--- config.mk ---
export PLATFORM = sky130hd
export DESIGN_NAME = ifDecReg
export DESIGN_NICKNAME = d
export VERILOG_FILES = /design/src/cpuPkg.sv /design/src/ifDecReg.sv
export SDC_FILE = /design/constraint.sdc
export NUM_CORES = 1
export LEC_CHECK = 0
export BUFFER_PORTS_ARGS = -buffer_cell sky130_fd_sc_hd__clkbuf_2
export CAP_MARGIN = 10
export CORE_MARGIN = 8
export CORE_UTILIZATION = 43
export CTS_CLUSTER_DIAMETER = 80
export DETAILED_ROUTE_END_ITERATION = 16
export PLACE_DENSITY = 0.81
export SYNTH_ARGS = -nofsm -noshare
export SYNTH_HDL_FRONTEND = slang
export SYNTH_SLANG_ARGS = --single-unit
--- constraint.sdc ---
create_clock -name clk -period 2.63 [get_ports clk]
set_input_delay 0.526 -clock clk [delete_from_list [all_inputs] [get_ports clk]]
set_output_delay 0.526 -clock clk [all_outputs]
set_load 0.005 [all_outputs]
--- src/cpuPkg.sv ---
`default_nettype none

package cpuPkg;

    //----------------------------------------------------------------------
    // widths
    //----------------------------------------------------------------------
    localparam int XLEN       = 32;     // data and address, one word
    localparam int INST_W     = 32;
    localparam int REG_ADDR_W = 5;      // x0..x31

    //----------------------------------------------------------------------
    // decoded fields
    //----------------------------------------------------------------------
    typedef enum logic [3:0] {
        ALU_ADD  = 4'd0,                // also the bubble value
        ALU_SUB  = 4'd1,
        ALU_AND  = 4'd2,
        ALU_OR   = 4'd3,
        ALU_XOR  = 4'd4,
        ALU_SLL  = 4'd5,
        ALU_SRL  = 4'd6,
        ALU_SRA  = 4'd7,
        ALU_SLT  = 4'd8,
        ALU_SLTU = 4'd9
    } aluOp_t;

    typedef enum logic [2:0] {
        LS_LB  = 3'd0,
        LS_LH  = 3'd1,
        LS_LW  = 3'd2,
        LS_LBU = 3'd3,
        LS_LHU = 3'd4,
        LS_SB  = 3'd5,
        LS_SH  = 3'd6,
        LS_SW  = 3'd7
    } lsType_t;

    typedef enum logic [2:0] {
        EXC_NONE     = 3'd0,
        EXC_ILLEGAL  = 3'd1,
        EXC_ECALL    = 3'd2,
        EXC_EBREAK   = 3'd3,
        EXC_MISALIGN = 3'd4             // raised by address generation
    } except_t;

    // what a stage register does at the next edge
    typedef enum logic [1:0] {
        ACT_HOLD   = 2'd0,
        ACT_LOAD   = 2'd1,
        ACT_BUBBLE = 2'd2
    } stageAction_t;

endpackage

`default_nettype wire

--- src/ifDecReg.sv ---
`default_nettype none

module ifDecReg (
    input  logic                      clk,
    input  logic                      rst,
    input  cpuPkg::stageAction_t      action,
    input  logic [cpuPkg::INST_W-1:0] inst,
    input  logic [cpuPkg::XLEN-1:0]   instAddr,
    output logic [cpuPkg::INST_W-1:0] idInst,
    output logic [cpuPkg::XLEN-1:0]   idInstAddr
);

    //----------------------------------------------------------------------
    // fetch/decode register
    //----------------------------------------------------------------------
    always_ff @(posedge clk or posedge rst) begin
        if (rst) begin
            idInst     <= '0;
            idInstAddr <= '0;
        end else begin
            case (action)
                cpuPkg::ACT_LOAD: begin
                    idInst     <= inst;
                    idInstAddr <= instAddr;
                end
                cpuPkg::ACT_BUBBLE: begin
                    idInst     <= '0;       // nop slot
                    idInstAddr <= '0;
                end
                default: begin
                    idInst     <= idInst;   // hold
                    idInstAddr <= idInstAddr;
                end
            endcase
        end
    end

endmodule

`default_nettype wire

---- After elaboration in Yosys (flattened, before gate mapping) ----
Cells that the tools add are included.
operators by class
  muxes and demuxes ....................... 2
  reduce and logical (&&, ||, !) cells .... 1
  eq/ne operators ......................... 2
operators with widths
  kind                count
  $pmux 32 s2         2
  $eq 2x1->1 const B  1
  $eq 2x2->1 const B  1
  $reduce_bool 2->1   1
storage, ports and cells
  register bits after elaboration ......... 64

---- Longest topological paths before layout ----
  depth in word-level cells ............... 2
  mapped depth ............................ 6
  mapped depth without buffers ............ 4

---- Worst setup path before layout ----
Ideal clock, no wire load.
  path type ............................... input to register
  from .................................... input port action[0]
  to ...................................... register idInst[10] in the netlist's numbering
  arrival ................................. 1393 ps
  stages .................................. 5
  setup time .............................. 121 ps
  path buffers ............................ 2
  slack ................................... 1116 ps
  data required time ...................... 2509 ps
  cell sequence ........................... inv_1 -> ha_1 -> buf_6 -> buf_2 -> a22o_1
on the way
  word-level cells in the longest chain between the ends .. 2
  elaborated cells between the ends (all ways) .. 4
  those cells by class .................... eq/ne (2); mux (1); reduce/logical (1)
RTL lines
  element                                                  line            text
  from (decl)                                              ifDecReg.sv:6   input cpuPkg::stageAction_t action,
  $eq 2x2->1 / $eq 2x1->1 (equally long branches)          ifDecReg.sv:21  case (action)
  $pmux 32 s2 / $reduce_bool 2->1 (equally long branches)  -
  to (signal assigned)                                     ifDecReg.sv:23  idInst <= inst;
  to (signal assigned)                                     ifDecReg.sv:31  idInst <= idInst;
  to (decl)                                                ifDecReg.sv:9   output logic [cpuPkg::INST_W-1:0] idInst,
Parallel ways exist; a longest one is shown, timed or not.
A chain may end at the register's enable or synchronous reset.

---- Final worst setup path ----
  from .................................... register idInstAddr[10] in the netlist's numbering
  to ...................................... output port idInstAddr[10] in the netlist's numbering
RTL lines
  element                 line            text
  from (decl)             ifDecReg.sv:10  output logic [cpuPkg::XLEN-1:0] idInstAddr
  from (signal assigned)  ifDecReg.sv:24  idInstAddr <= instAddr;
  from (signal assigned)  ifDecReg.sv:32  idInstAddr <= idInstAddr;
No word-level cell between the ends.

==> results.toml <==
[final_layout]
design_area_um2 = 3240
fill_cells = 419
fin_util = 0.631
syn_to_final_growth_pct = 40.2
final_nets = 349
layout-drive-gt1-share = 0.540
diodes = 0
stdcell_count = 355

[synthesis]
synth-edff-count = 0
synth_warnings = 0
synthDistinctLibCells = 11
synth_area_um2 = 2310
yosysSeqAreaShare = 0.692
synth_area_leader_cell = "dfrtp_1"
synth_top_area_frac = 0.692
synth_commonest_cells = "64 x dfrtp_1, 63 x a22o_1, 7 x buf_6, 4 x buf_2"
dominantRegCellSynth = "dfrtp_1"
avgSynthCellArea_um2 = 15.7
ys_top_cells_by_area = "dfrtp_1 69%, a22o_1 24%, buf_6 3.4%"
ys_seq_elements = 64
syn-instance-count = 147
synth-async-reset-ratio = 1.00
syn_nets = 216
synth.most_common_cell = "dfrtp_1"

[pwr]
pwr-share-clk = 0.379
ir_drop_uv = 419
power_leakage_uw = 0.00178
p_sw_uw = 673
seq_power_share = 0.452
p_per_area_nw_per_um2 = 824
power.share.combinational = 0.169
total_power_uw = 2670
p_sw_frac = 0.252
p_int_uw = 2000

[global_routing]
overflow = 0
track_usage = 0.167
grt_pass1_wl_um = 9940
antenna_found_initial = 0
grt_max_degree = 64
grt_pass1_vias = 1999

[floorplan]
rows = 26
die_h_um = 89.4
start_util = 0.450
fp.coreArea_um2 = 5140
dieArea_um2 = 7980
die_w_um = 89.4
io_pins = 132

[timing]
max_freq_ghz = 0.721
fin_crit_sh = 0.527
min_period_ns = 1.39
setup_viol = 0
finClkSkew_ns = 0
fin_setup_tns_ns = 0
rsz0062_at_grt = "false"
worst_slew_pin_slew_ns = 0.699
slew_headroom = 0.534
drv_slew = 0
final_hold_viol_count = 0

[clocking]
insertion_delay_ns = 0.32
clk_path_buf_depth = 2
cts_root_buf = "clkbuf_8"
cts_tree = "done"
cts_sinks = 64
postCtsHoldBufs = 0
postCtsSetupBuffers = 0
clk_pin_slew_ns = 0.07
cts_resized = 0
cts_buffers = 9
htree_levels = 3

[run]
cap_violations = 0

[setup_path]
worst_path_max_delay_cell = "dfrtp_1"
path_delay_family = "flip-flops"
critical_path_buf_inv_count = 1
crit_chain = "clkbuf_2"
cpPeakStageDelay_ns = 0.41
worst_setup_path_start_kind = "flip-flop"
setup.worst_path.end_class = "output pin"
cp.required_ns = 2.10
crit_path_max_fanout = 2
criticalPathCategory = "flip-flop to output pin"
cp.arrival_ns = 0.86

[routing]
wirelength_um = 6300
firstDrtPassIters = 4
vias = 1800
drc = 0
dr.first_iter.drc_count = 67
via_per_inst = 5.07
wl_per_cell_um = 17.7
ant_nets = 0

[run_status]
outcome = "finished clean"

[placed_design]
io_buffers = 131
postPlaceCellArea_um2 = 3000
gp_congestion = 0.771
dp.cells = 339
dp_hpwl_um = 4710

[min_path]
min_path_type = "input pin to async pin"
## final cells by class
| cell class | instances | area [um^2] | area share |
|---|---|---|---|
| flip-flops and latches | 64 | 1600 | 0.494 |
| repair buffers | 135 | 711 | 0.219 |
| multi-input cells | 68 | 593 | 0.183 |
| clock buffers | 9 | 124 | 0.0382 |
| clock inverters | 7 | 120 | 0.0370 |
| well taps | 70 | 87.6 | 0.0270 |
| inverters | 2 | 7.51 | 0.00231 |
## registers in the layout, summed over array words and instances (netlist names)
signal      count
idInstAddr     32
idInst         32
## cell usage in the layout, fill, tap and decap left out
cell / Yosys / final
inv_2: 0 / 1
a22o_1: 63 / 63
inv_1: 2 / 1
buf_4: 2 / 2
buf_12: 0 / 2
nand2b_1: 1 / 1
bufinv_16: 0 / 3
dfrtp_1: 64 / 64
clkinv_2: 0 / 1
nand2_1: 1 / 1
clkbuf_2: 0 / 131
nor2_4: 1 / 1
ha_2: 0 / 1
clkbuf_8: 0 / 9
clkinvlp_4: 0 / 1
clkinv_4: 0 / 2
o21ai_0: 1 / 1
## per-stage QoR
stage | setup WS (ns) | hold WS (ns)
5_1_grt | 1.20 | 0.326
3_5_place_dp | 0.966 | 0.497
4_1_cts | 1.23 | 0.300
3_3_place_gp | 1.00 | 0.490
6_report | 1.24 | 0.288
2_1_floorplan | 0.506 | 0.476
## final timing paths
kind	cells past startpoint	slack, ns	from	endpoint
hold reg to reg	1	0.51	idInst[19]	idInst[19]
max in group asynchronous	3	1.74	rst	idInst[25]
setup / recovery	1	1.24	idInstAddr[10]	idInstAddr[10]
min in group clk	2	0.41	inst[19]	idInst[19]
hold / removal	2	0.29	rst	idInstAddr[3]
setup reg to reg	1	1.87	idInst[22]	idInst[22]
## cells by family after synthesis
group                      after synthesis  synth area share
DFF                                     64             0.692
AOI/OAI and AO/OA                       64             0.241
adders and majority gates                1           0.00541
and+or+nand+nor                          3           0.00919
buffers and inverters                   15            0.0525
## power by group through the flow
stage	registers (uW)	logic (uW)	clock network, uW
floorplan	1230	220	0
global placement	1220	450	0
detailed placement	1220	465	0
CTS	1210	463	1030
global route	1230	500	1080
finish	1210	452	1010
## metal layers
layer  vias up  track usage  routed length, um  share of wire
li1        831            -                  -              -
met4         0       0.0816                108          0.017
met3         9       0.0597                479          0.076
met5         -            0                  0              0
met2        81        0.258               3050           0.48
met1       879        0.201               2660           0.42
Note: power is estimated with default switching activity, not from simulation.
