## src/cpuPkg.sv

```systemverilog
`default_nettype none

package cpuPkg;

    //----------------------------------------------------------------------
    // widths
    //----------------------------------------------------------------------
    localparam int XLEN       = 32;     // data and address, one word
    localparam int INST_W     = 32;
    localparam int REG_ADDR_W = 5;      // x0..x31

    //----------------------------------------------------------------------
    // decoded fields
    //----------------------------------------------------------------------
    typedef enum logic [3:0] {
        ALU_ADD  = 4'd0,                // also the bubble value
        ALU_SUB  = 4'd1,
        ALU_AND  = 4'd2,
        ALU_OR   = 4'd3,
        ALU_XOR  = 4'd4,
        ALU_SLL  = 4'd5,
        ALU_SRL  = 4'd6,
        ALU_SRA  = 4'd7,
        ALU_SLT  = 4'd8,
        ALU_SLTU = 4'd9
    } aluOp_t;

    typedef enum logic [2:0] {
        LS_LB  = 3'd0,
        LS_LH  = 3'd1,
        LS_LW  = 3'd2,
        LS_LBU = 3'd3,
        LS_LHU = 3'd4,
        LS_SB  = 3'd5,
        LS_SH  = 3'd6,
        LS_SW  = 3'd7
    } lsType_t;

    typedef enum logic [2:0] {
        EXC_NONE     = 3'd0,
        EXC_ILLEGAL  = 3'd1,
        EXC_ECALL    = 3'd2,
        EXC_EBREAK   = 3'd3,
        EXC_MISALIGN = 3'd4             // raised by address generation
    } except_t;

    // what a stage register does at the next edge
    typedef enum logic [1:0] {
        ACT_HOLD   = 2'd0,
        ACT_LOAD   = 2'd1,
        ACT_BUBBLE = 2'd2
    } stageAction_t;

endpackage

`default_nettype wire

```

## src/decExReg.sv

```systemverilog
`default_nettype none

module decExReg (
    input  logic                          clk,
    input  logic                          rst,
    input  cpuPkg::stageAction_t          action,
    input  logic [cpuPkg::INST_W-1:0]     idInst,
    input  logic [cpuPkg::XLEN-1:0]       idInstAddr,
    input  logic [cpuPkg::XLEN-1:0]       rs1Data,
    input  logic [cpuPkg::XLEN-1:0]       rs2Data,
    input  logic [cpuPkg::XLEN-1:0]       imm,
    input  logic                          rdWe,
    input  logic [cpuPkg::REG_ADDR_W-1:0] rdAddr,
    input  cpuPkg::aluOp_t                aluOp,
    input  logic                          lsValid,
    input  cpuPkg::lsType_t               lsType,
    input  cpuPkg::except_t               except,
    output logic [cpuPkg::INST_W-1:0]     exInst,
    output logic [cpuPkg::XLEN-1:0]       exInstAddr,
    output logic [cpuPkg::XLEN-1:0]       exRs1Data,
    output logic [cpuPkg::XLEN-1:0]       exRs2Data,
    output logic [cpuPkg::XLEN-1:0]       exImm,
    output logic                          exRdWe,
    output logic [cpuPkg::REG_ADDR_W-1:0] exRdAddr,
    output cpuPkg::aluOp_t                exAluOp,
    output logic                          exLsValid,
    output cpuPkg::lsType_t               exLsType,
    output cpuPkg::except_t               exExcept
);

    always_ff @(posedge clk or posedge rst) begin
        if (rst) begin
            exInst     <= '0;
            exInstAddr <= '0;
            exRs1Data  <= '0;
            exRs2Data  <= '0;
            exImm      <= '0;
            exRdWe     <= 1'b0;
            exRdAddr   <= '0;
            exAluOp    <= cpuPkg::ALU_ADD;
            exLsValid  <= 1'b0;
            exLsType   <= cpuPkg::LS_LB;
            exExcept   <= cpuPkg::EXC_NONE;
        end else if (action == cpuPkg::ACT_BUBBLE) begin
            exInst     <= '0;
            exInstAddr <= '0;
            exRs1Data  <= '0;
            exRs2Data  <= '0;
            exImm      <= '0;
            exRdWe     <= 1'b0;             // no writeback from a bubble
            exRdAddr   <= '0;
            exAluOp    <= cpuPkg::ALU_ADD;
            exLsValid  <= 1'b0;
            exLsType   <= cpuPkg::LS_LB;
            exExcept   <= cpuPkg::EXC_NONE;
        end else if (action == cpuPkg::ACT_LOAD) begin
            exInst     <= idInst;
            exInstAddr <= idInstAddr;
            exRs1Data  <= rs1Data;
            exRs2Data  <= rs2Data;
            exImm      <= imm;
            exRdWe     <= rdWe;
            exRdAddr   <= rdAddr;
            exAluOp    <= aluOp;
            exLsValid  <= lsValid;
            exLsType   <= lsType;
            exExcept   <= except;
        end
    end

    bubbleIsInert: assert property (@(posedge clk) disable iff (rst)
        (action == cpuPkg::ACT_BUBBLE) |=> (!exRdWe && !exLsValid));

endmodule

`default_nettype wire

```

## config.mk

```make
export PLATFORM = sky130hd
export DESIGN_NAME = decExReg
export DESIGN_NICKNAME = d
export VERILOG_FILES = /design/src/cpuPkg.sv /design/src/decExReg.sv
export SDC_FILE = /design/constraint.sdc
export NUM_CORES = 1
export LEC_CHECK = 0
export BUFFER_PORTS_ARGS = -buffer_cell sky130_fd_sc_hd__buf_2
export CAP_MARGIN = 25
export CORE_AREA = 2 2 138 140
export DETAILED_ROUTE_END_ITERATION = 7
export DIE_AREA = 0 0 140 142
export PLACE_DENSITY = 0.67
export SLEW_MARGIN = 10
export SYNTH_ARGS = -nofsm -noshare
export SYNTH_HDL_FRONTEND = slang
export SYNTH_SLANG_ARGS = --single-unit
```

## constraint.sdc

```tcl
create_clock -name clk -period 8.5 [get_ports clk]
set_input_delay 0.425 -clock clk [delete_from_list [all_inputs] [get_ports clk]]
set_output_delay 0.425 -clock clk [all_outputs]
set_load 0.01 [all_outputs]
```

* Word-level counts from Yosys, hierarchy flattened
Index checks and enable logic that the tools add are counted.
** Operators by class
- Bitwise operators :: 0
- $add $sub $neg :: 0
- Equality and inequality tests :: 2
- Magnitude comparators :: 0
- Muxes and demuxes :: 22
- Shifts and indexed selects :: 0
- Reductions and logical operators :: 1
- Multipliers :: 0
- Div/mod/pow operators :: 0
** Operators by type and width (number)
- 32-bit 2-to-1 mux :: 10
- 3-bit 2-to-1 mux :: 4
- 5-bit 2-to-1 mux :: 2
- 4-bit 2-to-1 mux :: 2
- 1-bit 2-to-1 mux :: 4
- 2-bit by 1-bit == test with 1-bit output, second input constant :: 1
- 2-bit == test, second input constant :: 1
- 2-bit nonzero test :: 1
** Word-level totals
- Flip-flop bits (word level) :: 177
- Input port bits :: 181
- Output and inout bits :: 177
- Bits in latches :: 0
- ROM bits :: 0
- Memories kept :: 0
- Bits in writable memories :: 0

* Longest topological paths before layout
- Depth after elaboration :: 3
- Mapped depth :: 7

* Least setup slack after synthesis
Ideal clock, no wire load.
- Kind :: in2reg
- From :: input port action[0]
- To :: register exRs1Data[0] (netlist name)
- Stages on the path :: 6
- Arrival time :: 1.406 ns
- Required time :: 8.379 ns
- Path slack :: 6.973 ns
- Buffers on the path :: 3
- Setup time :: 0.121 ns
- Path through :: inv_1 ha_1 buf_4 buf_2 buf_2 a22o_1
** Between the ends
- Word-level cells in the longest chain between the ends :: 2
- Elaborated cells between the ends (all ways) :: 4
- Classes of those cells :: eq/ne: 2; mux: 1; reduce/logical: 1
** RTL lines
- start: declaration :: RTL line decExReg.sv:6 : input cpuPkg::stageAction_t action,
- 2-bit == test / 2-bit by 1-bit == test with 1-bit output (equally long branches) :: RTL line decExReg.sv:44, decExReg.sv:56
- 32-bit 2-to-1 mux / 2-bit nonzero test (equally long branches)
- end signal: assignment :: RTL line decExReg.sv:59 : exRs1Data <= rs1Data;
- end: declaration :: RTL line decExReg.sv:20 : output logic [cpuPkg::XLEN-1:0] exRs1Data,
Several ways; a longest one is shown, not always the timed one.
A chain may end at the register's enable or synchronous reset.

* Final worst setup path
- From :: input port action[0]
- To :: register exInst[31] (netlist name)
** Between the ends
- Word-level cells in the longest chain between the ends :: 2
- Elaborated cells between the ends (all ways) :: 4
- Classes of those cells :: eq/ne: 2; mux: 1; reduce/logical: 1
** RTL lines
- 2-bit == test / 2-bit by 1-bit == test with 1-bit output (equally long branches) :: RTL line decExReg.sv:44, decExReg.sv:56
- 32-bit 2-to-1 mux / 2-bit nonzero test (equally long branches)
- end signal: assignment :: RTL line decExReg.sv:57 : exInst <= idInst;
- end: declaration :: RTL line decExReg.sv:18 : output logic [cpuPkg::INST_W-1:0] exInst,
Several ways; a longest one is shown, not always the timed one.

==> flow_metrics.py <==
metrics = {
    "global_routing": {
        "grt_start_max_net_pins": 104,
        "grt_pass1_wl_mm": 26.1,
        "grt_remaining_overflow": 0,
        "grt_pass1_vias": 4977,
        "antenna_found_initial": 1,
        "grtUsageTotal": 0.166,
    },
    "sta": {
        "rsz0062_at_grt": "false",
        "hold_viol": 0,
        "hold_ws_ns": 0.150,
        "finalMaxSlewViolations": 0,
        "finalSetupViolations": 0,
        "fin_tns_setup_ns": 0,
        "skew_ns": 0,
        "relSlewSlack": 0.355,
        "max_freq_mhz": 351,
        "min_period_ns": 2.85,
        "period_share": 0.335,
        "worst_pin_slew_ns": 0.968,
    },
    "clocking": {
        "cts.sinks": 177,
        "cts_root_buf": "clkbuf_16",
        "cts_htree_levels": 4,
        "clockBufferDepth": 2,
        "post-cts-setup-buffers": 0,
        "cts_resized": 0,
        "cts_tree": "built",
        "ctsHoldBuffers": 0,
        "cts_buffers": 17,
        "clkSlewWorstSetupHoldPaths_ns": 0.07,
        "insertion_delay_ns": 0.41,
    },
    "power_and_ir_drop": {
        "p_leak_uw": 0.00481,
        "p_per_area_mw_per_mm2": 254,
        "p_total_uw": 2240,
        "ir_worst_vdd_v": 0.000173,
    },
    "final_layout": {
        "multi_input_area_mm2": 0.00160,
        "finalNetCount": 925,
        "drive_above_1_share": 0.524,
        "nFillCells": 1646,
        "seq_area_mm2": 0.00443,
        "areaGrowthSynthToFinish_pct": 39.9,
        "stdcell_count": 991,
    },
    "critical_path": {
        "worstPathArrival_ns": 3.19,
        "r2r_end": "exInst[14]",
        "reg2reg_from": "exInst[14]",
        "cp_max_fo": 85,
        "crit_path_max_incr_delay_ns": 0.76,
        "crit_type": "in -> reg",
        "worstSetupEndpointType": "flip-flop",
        "cp.required_ns": 8.84,
        "r2r_cells": 1,
        "crit_chain": "buf_2, inv_1, ha_4, buf_4, buf_12, nor2_8, buf_4, buf_16, a22o_1",
        "path_buf_inv": 6,
        "cp_top_family": "buffers and inverters",
        "reg2reg_slack_ns": 7.74,
        "crit_start": "action[0]",
        "crit_slowest_cell": "nor2_8",
        "crit_path_start_kind": "input pin",
        "crit_top_cell": "buf_4",
    },
    "placed_design": {
        "hpwl_mm": 11.6,
        "portBuffers": 357,
        "place.gp.congestion": 0.816,
        "dp_cells": 956,
    },
    "die": {
        "num_rows": 50,
        "io_pins": 358,
        "core_region_area_mm2": 0.0185,
        "dieArea_mm2": 0.0199,
        "start_util": 0.341,
        "die_h_um": 142,
        "die_w_um": 140,
    },
    "synth": {
        "syn_nets": 581,
        "synth_cell_types": 12,
        "seq_area_frac_synth": 0.703,
        "syn_inst": 399,
        "yosys_warnings": 0,
        "ys_ff_latch": 177,
        "syn_avg_cell_area_um2": 15.8,
        "netlist_area_mm2": 0.00630,
    },
    "route": {
        "ant_nets": 0,
        "viasPerCell": 4.88,
        "drc": 50,
        "dr.pass1.iters": 8,
        "wire_per_inst_um": 17.1,
        "drt-total-wl_mm": 16.9,
        "drtIter0Drc": 202,
        "num_vias": 4837,
    },
    "worst_hold_path": {
        "hold_class": "in -> async",
    },
    "outcome": {
        "violations": "design-rule violations",
        "outcome": "finished, violations left",
    },
    "flow_run": {
        "max-cap-violations": 0,
    },
}
[worst max-delay path by stage]
stage	to	cells past startpoint	slack, ns
2_1_floorplan	exAluOp[0]	1	3.27
3_3_place_gp	exRs2Data[11]	7	5.01
3_5_place_dp	exImm[15]	7	4.95
4_1_cts	exInst[31]	7	5.40
5_1_grt	exInst[31]	9	5.46
6_report	exInst[31]	9	5.65
[synthesized netlist by cell type]
cell type | instances | area [um2]
nand2_1 | 1 | 3.75
buf_2 | 17 | 85.1
ha_1 | 1 | 12.5
inv_1 | 2 | 7.51
a22o_1 | 176 | 1540
dfrtp_1 | 177 | 4430
buf_6 | 12 | 135
nand2b_1 | 1 | 6.26
o21ai_0 | 1 | 5.00
buf_4 | 5 | 37.5
nor2_8 | 1 | 20.0
clkbuf_1 | 5 | 18.8
[state kept, by name (all words and copies together), names as in the netlist]
| register | flops |
|---|---|
| exInstAddr | 32 |
| exRdWe | 1 |
| exRs2Data | 32 |
| exRdAddr | 5 |
| exInst | 32 |
| exRs1Data | 32 |
| exExcept | 3 |
| exAluOp | 4 |
| exLsValid | 1 |
| exLsType | 3 |
| exImm | 32 |
[cells in the final DEF (no fill, tap or decap)]
cell type     n
buf_2       357
nand2_1       1
inv_1         1
a22o_1      176
inv_6         4
clkbuf_16    17
buf_12        1
buf_4         4
clkbuf_1      3
clkinvlp_4    2
inv_8         2
dfrtp_1     177
buf_16        2
nand2b_1      1
bufinv_16     2
ha_4          1
clkinv_4      3
diode_2       1
o21ai_0       1
nor2_8        1
[kinds of logic (layout without fill, tap and decap cells)]
logic type,count (synthesis),in the layout,share of synthesized area
AOI/OAI and AO/OA,177,177,0.245
adders and majority gates,1,1,0.00198
buffers and inverters,41,398,0.0451
DFF,177,177,0.703
other,0,1,0
and+or+nand+nor,3,3,0.00476
[metal layers]
layer | wire, um | part of all wire | vias up | GRT usage
met1 | 6900 | 0.41 | 2352 | 0.208
met4 | 415 | 0.025 | 0 | 0.0686
li1 | - | - | 2237 | -
met5 | 0 | 0 | - | 0
met3 | 1390 | 0.082 | 28 | 0.0498
met2 | 8210 | 0.49 | 220 | 0.273
[area by class of cell]
class	count	area share
repair buffers	364	0.215
flip-flops and latches	177	0.502
diodes	1	0.000284
inverters	2	0.00142
clock inverters	12	0.0170
multi-input cells	181	0.182
well taps	234	0.0332
clock buffers	20	0.0495
[through the flow]
step | utilization | setup WS (ns) | cell area (um2)
global placement | 0.442 | 5.01 | 8150
finish | 0.478 | 5.65 | 8820
floorplan | - | 3.27 | 6300
CTS | 0.475 | 5.40 | 8770
global route | 0.478 | 5.46 | 8810
detailed placement | 0.443 | 4.95 | 8180
[power by group]
part	internal, uW	leakage (uW)	switching (uW)
logic	209	0.00230	227
registers	962	0.00223	64.0
clock network	442	0.000280	332
total	1610	0.00481	623
Power figures use the tool's default switching activity.
